**config.mk**
```make
export PLATFORM = sky130hd
export DESIGN_NAME = decode_issue
export DESIGN_NICKNAME = d
export VERILOG_FILES = /design/src/verilog/decode_pkg.sv /design/src/verilog/instruction_decoder.sv /design/src/verilog/issue_stage.sv /design/src/verilog/operand_builder.sv /design/src/verilog/decode_issue.sv
export SDC_FILE = /design/constraint.sdc
export NUM_CORES = 1
export LEC_CHECK = 0
export BUFFER_PORTS_ARGS = -buffer_cell sky130_fd_sc_hd__buf_2
export CAP_MARGIN = 40
export CORE_AREA = 5 5 176 178
export DETAILED_ROUTE_END_ITERATION = 10
export DIE_AREA = 0 0 181 183
export PLACE_DENSITY_LB_ADDON = 0.3
export SYNTH_ARGS = -nofsm -noshare
export SYNTH_HDL_FRONTEND = slang
export SYNTH_SLANG_ARGS = --single-unit
export TNS_END_PERCENT = 1
```
**constraint.sdc**
```tcl
create_clock -name clk -period 28.5 [get_ports clk]
set_input_delay 5.7 -clock clk [delete_from_list [all_inputs] [get_ports clk]]
set_output_delay 5.7 -clock clk [all_outputs]
set_load 0.01 [all_outputs]
```
**src/verilog/decode_pkg.sv**
```systemverilog
/*
 * Shared types for the RV32I decode and issue stage
 * Widths, unit indices, funct3 codes, opcode and ALU enums,
 * and the packed structs passed between the stage blocks
 */
package decode_pkg;

    //////////////////////////////////////////////////
    // Widths
    typedef logic [31:0] xlen_t;
    typedef logic [31:0] instr_t;
    typedef logic [4:0]  reg_addr_t;
    typedef logic [20:0] pc_offset_t;
    typedef logic [11:0] ls_offset_t;
    typedef logic [2:0]  fn3_t;
    typedef logic [2:0]  unit_vec_t;

    // Bit positions in a unit vector
    localparam int ALU_UNIT = 0;
    localparam int BRANCH_UNIT = 1;
    localparam int LS_UNIT = 2;

    // funct3 codes
    localparam fn3_t ADD_SUB_FN3 = 3'b000;
    localparam fn3_t SLL_FN3 = 3'b001;
    localparam fn3_t SLT_FN3 = 3'b010;
    localparam fn3_t SLTU_FN3 = 3'b011;
    localparam fn3_t XOR_FN3 = 3'b100;
    localparam fn3_t SR_FN3 = 3'b101;
    localparam fn3_t OR_FN3 = 3'b110;
    localparam fn3_t AND_FN3 = 3'b111;
    localparam fn3_t BLTU_FN3 = 3'b110;
    localparam fn3_t BGEU_FN3 = 3'b111;

    //////////////////////////////////////////////////
    // Encodings
    // Opcode bits [6:2], the low two bits are always 11
    typedef enum logic [4:0] {
        LOAD_T      = 5'b00000,
        ARITH_IMM_T = 5'b00100,
        AUIPC_T     = 5'b00101,
        STORE_T     = 5'b01000,
        ARITH_T     = 5'b01100,
        LUI_T       = 5'b01101,
        BRANCH_T    = 5'b11000,
        JALR_T      = 5'b11001,
        JAL_T       = 5'b11011
    } opcode_trim_t;

    typedef enum logic [1:0] {
        ALU_LOGIC_XOR = 2'b00,
        ALU_LOGIC_OR  = 2'b01,
        ALU_LOGIC_AND = 2'b10,
        ALU_LOGIC_ADD = 2'b11
    } alu_logic_op_t;

    //////////////////////////////////////////////////
    // Stage packets
    typedef struct packed {
        logic   valid;
        xlen_t  pc;
        instr_t instruction;
    } decode_packet_t;

    typedef struct packed {
        unit_vec_t     units;
        reg_addr_t     rs1_addr;
        reg_addr_t     rs2_addr;
        logic          uses_rs1;
        logic          uses_rs2;
        fn3_t          fn3;
        logic          opcode_5;
        xlen_t         alu_pre_rs1;
        xlen_t         alu_pre_rs2;
        logic          alu_rs1_use_reg;
        logic          alu_rs2_use_reg;
        alu_logic_op_t logic_op;
        logic          subtract;
        logic          slt_path;
        logic          shifter_path;
        logic          lshift;
        ls_offset_t    ls_offset;
        logic          load;
        logic          store;
        pc_offset_t    pc_offset;
        logic          jal;
        logic          jalr;
        logic          use_signed;
    } decoded_t;

    typedef struct packed {
        decoded_t decoded;
        xlen_t    pc;
        instr_t   instruction;
        logic     stage_valid;
    } issue_packet_t;

    //////////////////////////////////////////////////
    // Unit payloads
    typedef struct packed {
        logic [32:0]   in1;
        logic [32:0]   in2;
        xlen_t         shifter_in;
        logic [4:0]    shift_amount;
        alu_logic_op_t logic_op;
        logic          subtract;
        logic          arith;
        logic          lshift;
        logic          shifter_path;
        logic          slt_path;
    } alu_inputs_t;

    typedef struct packed {
        xlen_t      rs1;
        xlen_t      rs2;
        ls_offset_t offset;
        fn3_t       fn3;
        logic       load;
        logic       store;
        logic       forwarded_store;
    } ls_inputs_t;

    typedef struct packed {
        xlen_t      rs1;
        xlen_t      rs2;
        xlen_t      issue_pc;
        pc_offset_t pc_offset;
        fn3_t       fn3;
        logic       jal;
        logic       jalr;
        logic       use_signed;
    } branch_inputs_t;

endpackage

```
**src/verilog/instruction_decoder.sv**
```systemverilog
/*
 * RV32I instruction decoder
 * Field extraction, unit selection, ALU pre-operands and control bits,
 * load/store offset and branch pc offset
 */
module instruction_decoder (
    input  decode_pkg::instr_t   instruction,
    input  decode_pkg::xlen_t    pc,
    output decode_pkg::decoded_t decoded
);

    logic [6:0] opcode;
    decode_pkg::opcode_trim_t opcode_trim;
    decode_pkg::fn3_t fn3;
    logic upper_imm;
    logic jump;
    logic sub_instruction;
    decode_pkg::alu_logic_op_t logic_op;
    decode_pkg::xlen_t pre_rs2;
    logic [19:0] jal_imm;
    logic [11:0] br_imm;
    decode_pkg::pc_offset_t pc_offset;

    assign opcode = instruction[6:0];
    assign opcode_trim = decode_pkg::opcode_trim_t'(opcode[6:2]);
    assign fn3 = instruction[14:12];

    assign upper_imm = opcode_trim inside {decode_pkg::LUI_T, decode_pkg::AUIPC_T};
    assign jump = opcode_trim inside {decode_pkg::JAL_T, decode_pkg::JALR_T};

    //////////////////////////////////////////////////
    // Fields and units
    assign decoded.rs1_addr = instruction[19:15];
    assign decoded.rs2_addr = instruction[24:20];
    assign decoded.fn3 = fn3;
    // Register-register form, picks the shift amount source
    assign decoded.opcode_5 = opcode[5];

    assign decoded.units[decode_pkg::ALU_UNIT] = upper_imm | jump
        | (opcode_trim inside {decode_pkg::ARITH_T, decode_pkg::ARITH_IMM_T});
    assign decoded.units[decode_pkg::BRANCH_UNIT] = jump | (opcode_trim == decode_pkg::BRANCH_T);
    assign decoded.units[decode_pkg::LS_UNIT] =
        opcode_trim inside {decode_pkg::LOAD_T, decode_pkg::STORE_T};

    assign decoded.uses_rs1 = ~(upper_imm | (opcode_trim == decode_pkg::JAL_T));
    assign decoded.uses_rs2 = opcode_trim inside
        {decode_pkg::BRANCH_T, decode_pkg::STORE_T, decode_pkg::ARITH_T};

    //////////////////////////////////////////////////
    // ALU pre-operands and control
    always_comb begin
        if (upper_imm)
            pre_rs2 = {instruction[31:12], 12'b0};
        else if (jump)
            pre_rs2 = 32'd4;
        else
            pre_rs2 = 32'(signed'(instruction[31:20]));
    end

    assign decoded.alu_pre_rs2 = pre_rs2;
    // AUIPC, JAL and JALR add to the pc, LUI adds to zero
    assign decoded.alu_pre_rs1 = (jump | (opcode_trim == decode_pkg::AUIPC_T)) ? pc : '0;
    assign decoded.alu_rs1_use_reg = ~(upper_imm | jump);
    assign decoded.alu_rs2_use_reg = ~(upper_imm | jump | (opcode_trim == decode_pkg::ARITH_IMM_T));

    // SUB only exists in the register form
    assign sub_instruction = (fn3 == decode_pkg::ADD_SUB_FN3) & instruction[30] & opcode[5];

    always_comb begin
        case (fn3)
            decode_pkg::XOR_FN3: logic_op = decode_pkg::ALU_LOGIC_XOR;
            decode_pkg::OR_FN3:  logic_op = decode_pkg::ALU_LOGIC_OR;
            decode_pkg::AND_FN3: logic_op = decode_pkg::ALU_LOGIC_AND;
            default:             logic_op = decode_pkg::ALU_LOGIC_ADD;
        endcase
        // opcode[2] marks LUI, AUIPC, JAL and JALR, all on the adder
        if (opcode[2])
            logic_op = decode_pkg::ALU_LOGIC_ADD;
    end

    assign decoded.logic_op = logic_op;
    assign decoded.subtract = ~opcode[2]
        & (sub_instruction | (fn3 inside {decode_pkg::SLT_FN3, decode_pkg::SLTU_FN3}));
    assign decoded.slt_path = ~opcode[2] & (fn3 inside {decode_pkg::SLT_FN3, decode_pkg::SLTU_FN3});
    assign decoded.shifter_path = ~opcode[2] & (fn3 inside {decode_pkg::SLL_FN3, decode_pkg::SR_FN3});
    assign decoded.lshift = ~fn3[2];

    //////////////////////////////////////////////////
    // Load/store and branch fields
    assign decoded.ls_offset = opcode[5] ? {instruction[31:25], instruction[11:7]}
                                         : instruction[31:20];
    assign decoded.load = opcode_trim == decode_pkg::LOAD_T;
    assign decoded.store = opcode_trim == decode_pkg::STORE_T;

    assign jal_imm = {instruction[31], instruction[19:12], instruction[20], instruction[30:21]};
    assign br_imm = {instruction[31], instruction[7], instruction[30:25], instruction[11:8]};

    always_comb begin
        if (opcode_trim == decode_pkg::JALR_T)
            pc_offset = 21'(signed'(instruction[31:20]));
        else if (opcode_trim == decode_pkg::JAL_T)
            pc_offset = {jal_imm, 1'b0};
        else
            pc_offset = 21'(signed'({br_imm, 1'b0}));
    end

    assign decoded.pc_offset = pc_offset;
    assign decoded.jal = opcode_trim == decode_pkg::JAL_T;
    assign decoded.jalr = opcode_trim == decode_pkg::JALR_T;
    assign decoded.use_signed = ~(fn3 inside {decode_pkg::BLTU_FN3, decode_pkg::BGEU_FN3});

endmodule

```
**src/verilog/issue_stage.sv**
```systemverilog
/*
 * One-entry issue stage
 * Holds the decoded instruction, checks operand hazards and unit
 * readiness, and drives the issue and fetch handshakes
 */
module issue_stage (
    input  logic                       clk,
    input  logic                       rst,
    input  decode_pkg::decode_packet_t decode,
    input  decode_pkg::decoded_t       decoded,
    output logic                       decode_advance,
    input  logic                       rs1_busy,
    input  logic                       rs2_busy,
    input  logic                       issue_hold,
    input  logic                       flush,
    input  decode_pkg::unit_vec_t      unit_ready,
    output decode_pkg::unit_vec_t      issue_to,
    output logic                       instruction_issued,
    output logic                       forwarded_store,
    output decode_pkg::issue_packet_t  issue
);

    logic stage_valid;
    decode_pkg::decoded_t held;
    decode_pkg::xlen_t held_pc;
    decode_pkg::instr_t held_instruction;

    logic stage_ready;
    logic issue_valid;
    logic rs1_conflict;
    logic rs2_conflict;
    decode_pkg::unit_vec_t operands_ok;
    decode_pkg::unit_vec_t unit_ok;

    //////////////////////////////////////////////////
    // Stage register
    // Loads when empty or when the held instruction leaves this cycle
    assign stage_ready = ~issue_hold & (~stage_valid | instruction_issued);
    assign decode_advance = decode.valid & stage_ready;

    always_ff @(posedge clk) begin
        if (rst | flush)
            stage_valid <= 1'b0;
        else if (stage_ready)
            stage_valid <= decode.valid;
    end

    always_ff @(posedge clk) begin
        if (decode_advance) begin
            held <= decoded;
            held_pc <= decode.pc;
            held_instruction <= decode.instruction;
        end
    end

    always_comb begin
        issue.decoded = held;
        issue.pc = held_pc;
        issue.instruction = held_instruction;
        issue.stage_valid = stage_valid;
    end

    //////////////////////////////////////////////////
    // Issue decision
    assign issue_valid = stage_valid & ~issue_hold & ~flush;

    // x0 never waits on a writer
    assign rs1_conflict = rs1_busy & held.uses_rs1 & (held.rs1_addr != '0);
    assign rs2_conflict = rs2_busy & held.uses_rs2 & (held.rs2_addr != '0);

    always_comb begin
        operands_ok = {$bits(decode_pkg::unit_vec_t){~rs1_conflict & ~rs2_conflict}};
        // Load/store picks up a late rs2 through its own forwarding path
        operands_ok[decode_pkg::LS_UNIT] = ~rs1_conflict;
    end

    // All needed units at once, units not needed count as ok
    assign unit_ok = ~held.units | (unit_ready & operands_ok);

    assign instruction_issued = issue_valid & (&unit_ok);
    assign issue_to = held.units & {$bits(decode_pkg::unit_vec_t){instruction_issued}};
    assign forwarded_store = rs2_conflict & held.store;

endmodule

```
**src/verilog/operand_builder.sv**
```systemverilog
/*
 * Operand builder
 * Forms the ALU, load/store and branch payloads from the held
 * instruction and the register file data
 */
module operand_builder (
    input  decode_pkg::issue_packet_t  issue,
    input  decode_pkg::xlen_t          rs1_data,
    input  decode_pkg::xlen_t          rs2_data,
    input  logic                       forwarded_store,
    output decode_pkg::alu_inputs_t    alu_inputs,
    output decode_pkg::ls_inputs_t     ls_inputs,
    output decode_pkg::branch_inputs_t branch_inputs
);

    decode_pkg::decoded_t dec;
    decode_pkg::xlen_t alu_rs1;
    decode_pkg::xlen_t alu_rs2;
    logic unsigned_cmp;

    assign dec = issue.decoded;

    //////////////////////////////////////////////////
    // ALU payload
    assign alu_rs1 = dec.alu_rs1_use_reg ? rs1_data : dec.alu_pre_rs1;
    assign alu_rs2 = dec.alu_rs2_use_reg ? rs2_data : dec.alu_pre_rs2;

    // fn3[0] set means SLTU, so no sign extension
    assign unsigned_cmp = dec.fn3[0];

    assign alu_inputs.in1 = {alu_rs1[31] & ~unsigned_cmp, alu_rs1};
    assign alu_inputs.in2 = {alu_rs2[31] & ~unsigned_cmp, alu_rs2};

    assign alu_inputs.shifter_in = rs1_data;
    // Register shifts use rs2 data, immediate shifts the shamt field
    assign alu_inputs.shift_amount = dec.opcode_5 ? rs2_data[4:0] : dec.rs2_addr;
    // Fill bit for SRA/SRAI
    assign alu_inputs.arith = rs1_data[31] & issue.instruction[30];

    assign alu_inputs.logic_op = dec.logic_op;
    assign alu_inputs.subtract = dec.subtract;
    assign alu_inputs.lshift = dec.lshift;
    assign alu_inputs.shifter_path = dec.shifter_path;
    assign alu_inputs.slt_path = dec.slt_path;

    //////////////////////////////////////////////////
    // Load/store payload
    assign ls_inputs.rs1 = rs1_data;
    assign ls_inputs.rs2 = rs2_data;
    assign ls_inputs.offset = dec.ls_offset;
    assign ls_inputs.fn3 = dec.fn3;
    assign ls_inputs.load = dec.load;
    assign ls_inputs.store = dec.store;
    assign ls_inputs.forwarded_store = forwarded_store;

    //////////////////////////////////////////////////
    // Branch payload
    assign branch_inputs.rs1 = rs1_data;
    assign branch_inputs.rs2 = rs2_data;
    assign branch_inputs.issue_pc = issue.pc;
    assign branch_inputs.pc_offset = dec.pc_offset;
    assign branch_inputs.fn3 = dec.fn3;
    assign branch_inputs.jal = dec.jal;
    assign branch_inputs.jalr = dec.jalr;
    assign branch_inputs.use_signed = dec.use_signed;

endmodule

```
**src/verilog/decode_issue.sv**
```systemverilog
/*
 * Decode and issue stage, top level
 * Decoder, one-entry issue stage and operand builder
 */
module decode_issue (
    input  logic                       clk,
    input  logic                       rst,
    input  decode_pkg::decode_packet_t decode,
    output logic                       decode_advance,
    input  decode_pkg::xlen_t          rs1_data,
    input  decode_pkg::xlen_t          rs2_data,
    input  logic                       rs1_busy,
    input  logic                       rs2_busy,
    input  decode_pkg::unit_vec_t      unit_ready,
    input  logic                       issue_hold,
    input  logic                       flush,
    output decode_pkg::unit_vec_t      issue_to,
    output logic                       instruction_issued,
    output decode_pkg::alu_inputs_t    alu_inputs,
    output decode_pkg::ls_inputs_t     ls_inputs,
    output decode_pkg::branch_inputs_t branch_inputs
);

    decode_pkg::decoded_t decoded;
    decode_pkg::issue_packet_t issue;
    logic forwarded_store;

    instruction_decoder decoder (
        .instruction (decode.instruction),
        .pc          (decode.pc),
        .decoded     (decoded)
    );

    issue_stage stage (
        .clk                (clk),
        .rst                (rst),
        .decode             (decode),
        .decoded            (decoded),
        .decode_advance     (decode_advance),
        .rs1_busy           (rs1_busy),
        .rs2_busy           (rs2_busy),
        .issue_hold         (issue_hold),
        .flush              (flush),
        .unit_ready         (unit_ready),
        .issue_to           (issue_to),
        .instruction_issued (instruction_issued),
        .forwarded_store    (forwarded_store),
        .issue              (issue)
    );

    // Payloads follow the held instruction
    operand_builder builder (
        .issue           (issue),
        .rs1_data        (rs1_data),
        .rs2_data        (rs2_data),
        .forwarded_store (forwarded_store),
        .alu_inputs      (alu_inputs),
        .ls_inputs       (ls_inputs),
        .branch_inputs   (branch_inputs)
    );

endmodule

```
Word level (Yosys, flattened, before mapping):

Cells that the tools add are included.

* register bits after elaboration: 193
* word-level logic and storage cells: 110

* reduce and logical (&&, ||, !) cells: 14
* bitwise logic cells: 44
* eq/ne operators: 15
* multiplexer cells: 9

Operators by type and width (count)
* $mux W32: 4
* $mux W20: 2
* $and A1 B1 Y1: 19
* $eq A5 B4 Y1 const B: 3
* $eq A5 B5 Y1 const B: 3
* $reduce_bool A2 Y1: 7
* $eq A3 B3 Y1 const B: 4
* $not A1 Y1: 12
* $eq A5 B3 Y1 const B: 2
* $mux W5: 2
* $reduce_bool A5 Y1: 2
* $or A1 B1 Y1: 9
* $and A3 B3 Y3: 2
* $eq A3 B2 Y1 const B: 2
* $pmux W2 S3: 1
* $logic_not A5 Y1: 1
* $eq A3 B1 Y1 const B: 1
* $logic_not A3 Y1: 1
* $not A3 Y3: 1
* $or A3 B3 Y3: 1
* $reduce_and A3 Y1: 1
* $reduce_bool A3 Y1: 1
* $reduce_or A2 Y1: 1

Longest topological paths before layout:

* word-level depth: 11
* depth in mapped cells: 7

Hierarchy:

From an unflattened synthesis, not the netlist that was laid out.

* cell total of the unflattened synthesis: 745
* area, all modules: 10196.0 um2

By module, submodules not included
* issue_stage: area an instance 6025.8 um2, instances 1, cells an instance 222
* operand_builder: area an instance 3010.4 um2, instances 1, cells an instance 323
* instruction_decoder: area an instance 1159.9 um2, instances 1, cells an instance 200

Least setup slack after synthesis:

Ideal clock, no wire load.

* path type: input port to output port
* start: input unit_ready[2]
* end: output decode_advance
* path slack: 9262 ps
* buffers on the path: 0
* data arrival time: 13538 ps
* cell stages on the path: 4
* cell sequence: or4b_1 a31o_1 o31ai_2 nor2b_1

* cells in the longest elaborated chain, start to end: 7

Ends and longest elaborated chain
* from (decl): RTL line decode_issue.sv:14 `input decode_pkg::unit_vec_t unit_ready,`
* $and A3 B3 Y3: RTL line issue_stage.sv:78 `assign unit_ok = ~held.units | (unit_ready & operands_ok);`
* $or A3 B3 Y3: RTL line issue_stage.sv:78
* $reduce_and A3 Y1: RTL line issue_stage.sv:80 `assign instruction_issued = issue_valid & (&unit_ok);`
* $and A1 B1 Y1: RTL line issue_stage.sv:80
* $or A1 B1 Y1: RTL line issue_stage.sv:38 `assign stage_ready = ~issue_hold & (~stage_valid | instruction_issued);`
* $and A1 B1 Y1: RTL line issue_stage.sv:38
* $and A1 B1 Y1: RTL line issue_stage.sv:39 `assign decode_advance = decode.valid & stage_ready;`
* to (decl): RTL line decode_issue.sv:9 `output logic decode_advance,`

Every way passes these cells.

Worst setup path in the final report:

Same ends and word-level chain as after synthesis.

==> impl_metrics.yaml <==
status:
  status: "finished clean"
die:
  dieArea_um2: 33100
  fp.dieH_um: 183
  initial_core_util: 0.283
  core_area_um2: 29200
  core.rowCount: 63
  io-pin-count: 458
  die_x_um: 181
power_and_ir_drop:
  power_frac_seq: 0.466
  switchingPower_uw: 146
  combPwrFrac: 0.138
  p_sw_frac: 0.254
  ir_worst_vdd_uv: 26.8
  p_int_uw: 426
  power_density_nw_per_um2: 58.1
  pwr-share-clk: 0.396
  leakage_uw: 0.00429
sta:
  maxSlewViolCount: 0
  grt_setup_unrepaired: "no"
  slew_headroom: 0.451
  hold_viol_final: 0
  fmax_mhz: 74.8
  setup_tns_ns: 0
  max_slew.worst_pin.slew_ns: 0.824
  clock_skew_ns: 0.0140
  final.min_clock_period_ns: 13.38
  finalCritPeriodShare: 0.469
  setup_viol: 0
global_routing:
  met1_usage: 0.162
  grt_pass1_wl_um: 33900
  use_met2: 0.222
  grt_pass1_vias: 5407
  grt_use_met3: 0.0569
  grt.overflow.total: 0
  antenna_found_initial: 2
  grt_busiest_layer: "met2"
  grt_max_degree: 67
  grt_usage: 0.134
yosys:
  synth_top_family_by_area: "buffers and inverters"
  synth-adder-area-share: 0
  yosys.area_share.simple: 0.0864
  synth.avg_cell_area_um2: 12.4
  yosysTopAreaCell: "edfxtp_1"
  ys_top_cells_by_area: "edfxtp_1, buf_4, mux2_2, and2_1, nand2_1"
  seq_area_frac_synth: 0.561
  syn-num-nets: 808
  synthesis.instances: 670
  yosys_warnings: 0
  synth_xor_xnor_area_share: 0.00106
  synth_top_area_share: 0.558
  synth-seq-cells: 155
  synth_cell_types: 34
  synth.cell_area_um2: 8280
  synth_compound_area_frac: 0.0180
  muxShareOfSynthArea: 0.100
cts:
  cts_root_buf: "clkbuf_16"
  clk_latency_ns: 0.41
  cts_buffers: 17
  clk_path_buf_depth: 2
  cts_tree: "yes"
  cts_hold_buf: 0
  cts_resized: 0
  clk_pin_slew_ns: 0.06
  cts_setup_buffers: 0
  clkSinkCount: 155
  htreeDepth: 4
worst_setup_path:
  end_kind: "primary output"
  reg2reg_slack_ns: 24.80
  crit_fanout: 23
  crit_required_ns: 22.80
  arrival_ns: 7.68
  critical_path_class: "input port to primary output"
  cp-start-kind: "input port"
route:
  vias: 5339
  ant_nets: 0
  viasPerCell: 4.14
  wl_per_cell_um: 18.3
  drt_wl_total_um: 23700
  drc: 0
  drtIter0Drc: 275
  dr.pass1.iters: 4
layout:
  antenna_cells: 0
  syn2layout_area_growth_pct: 18.8
  layout.nets: 1027
  fin_area_um2: 9840
  drive_above_1_share: 0.632
place:
  dpl_cell_area_um2: 9270
  io_buffer_count: 455
  gp_congestion: 0.821
  dp_hpwl_um: 18600
flow_run:
  max_cap_violations: 0
hold_path:
  hold_path.class: "flop to flop"
## cell type report
class | count | area (um2)
inverters | 9 | 33.8
clock inverters | 12 | 140
multi-input cells | 243 | 1720
fillers | 3019 | 19400
well taps | 390 | 488
clock buffers | 19 | 433
flip-flops and latches | 155 | 4640
repair buffers | 463 | 2380
## cell usage in the layout (no fill, tap or decap), types with 2 or more instances in the layout
cell / Yosys / final
nand2_1: 74 / 74
bufinv_16: 0 / 2
mux2_2: 73 / 73
edfxtp_1: 154 / 154
nor2b_1: 4 / 3
buf_8: 0 / 3
clkinvlp_4: 0 / 6
clkbuf_16: 0 / 17
a211oi_1: 2 / 2
and2_1: 49 / 49
buf_4: 243 / 4
o21ai_0: 7 / 6
nand3_1: 2 / 2
clkbuf_1: 14 / 2
nor3_1: 3 / 3
nor2_1: 8 / 7
inv_1: 8 / 8
o2111a_1: 2 / 2
buf_2: 0 / 455
inv_6: 0 / 4
a31oi_1: 3 / 3
## per-layer routing
layer / routed length [um] / vias to the layer above / part of all wire
met4: 316 / 2 / 0.013
met1: 9500 / 2565 / 0.40
met5: 13 / - / 0.00055
li1: - / 2485 / -
met3: 2490 / 14 / 0.11
met2: 11400 / 273 / 0.48
## power by group through the flow
stage | logic, uW | clock network, uW | registers [uW]
6_report | 78.8 | 226 | 267
5_1_grt | 86.1 | 245 | 268
4_1_cts | 80.7 | 235 | 267
3_5_place_dp | 80.6 | 0 | 272
3_3_place_gp | 78.9 | 0 | 272
2_1_floorplan | 56.5 | 0 | 273
## sequential cells by signal (all words and copies together) (netlist names)
signal / count
stage.held_instruction: 9
stage.held_pc: 32
stage.issue: 113
stage.stage_valid: 1
## synth_stat cells, drive strengths merged
| cell type | count |
|---|---|
| and2 | 49 |
| o211ai | 1 |
| buf | 249 |
| inv | 8 |
| nand2b | 1 |
| and3b | 1 |
| nor4 | 1 |
| o311ai | 1 |
| a31oi | 3 |
| o31ai | 1 |
| mux2i | 1 |
| mux2 | 73 |
| nor2b | 4 |
| nor2 | 8 |
| nand2 | 74 |
| or4 | 1 |
| o2111a | 2 |
| nor3 | 3 |
| a21boi | 1 |
| edfxtp | 154 |
| xnor2 | 1 |
| or4b | 1 |
| clkbuf | 14 |
| clkinv | 1 |
| or3 | 1 |
| a211oi | 2 |
| o21a | 1 |
| a21oi | 1 |
| o21ai | 7 |
| dfxtp | 1 |
| nand3 | 2 |
| and3 | 1 |
| a31o | 1 |
## through the flow
step | hold WS [ns] | std cells | setup WS, ns | util | power, uW
after floorplan | 0.459 | 670 | 9.26 | - | 329
after global placement | 0.492 | 1256 | 15.13 | 0.314 | 351
after detailed placement | 0.490 | 1260 | 15.09 | 0.317 | 352
after CTS | 0.501 | 1291 | 15.09 | 0.336 | 583
after global routing | 0.533 | 1291 | 15.01 | 0.336 | 599
final | 0.497 | 1291 | 15.12 | 0.336 | 572
## critical path: stages
cell and delay (ns):
buf_2 0.09, or4b_1 0.45, a31o_1 0.27, o31ai_2 0.29
nor2b_4 0.63, buf_2 0.25
## final timing paths
kind	from	endpoint	cells after the start
min	stage.stage_valid	stage.stage_valid	2
max reg2reg	stage.issue[187]	stage.issue[167]	6
max	unit_ready[2]	decode_advance	6
min reg2reg	stage.stage_valid	stage.stage_valid	2
## logic make-up after synthesis
logic type,Yosys count
buf+inv,272
flops,155
simple gates,147
mux,74
compound gates,21
xor+xnor,1
No activity file was read; power rests on OpenSTA's default activity.
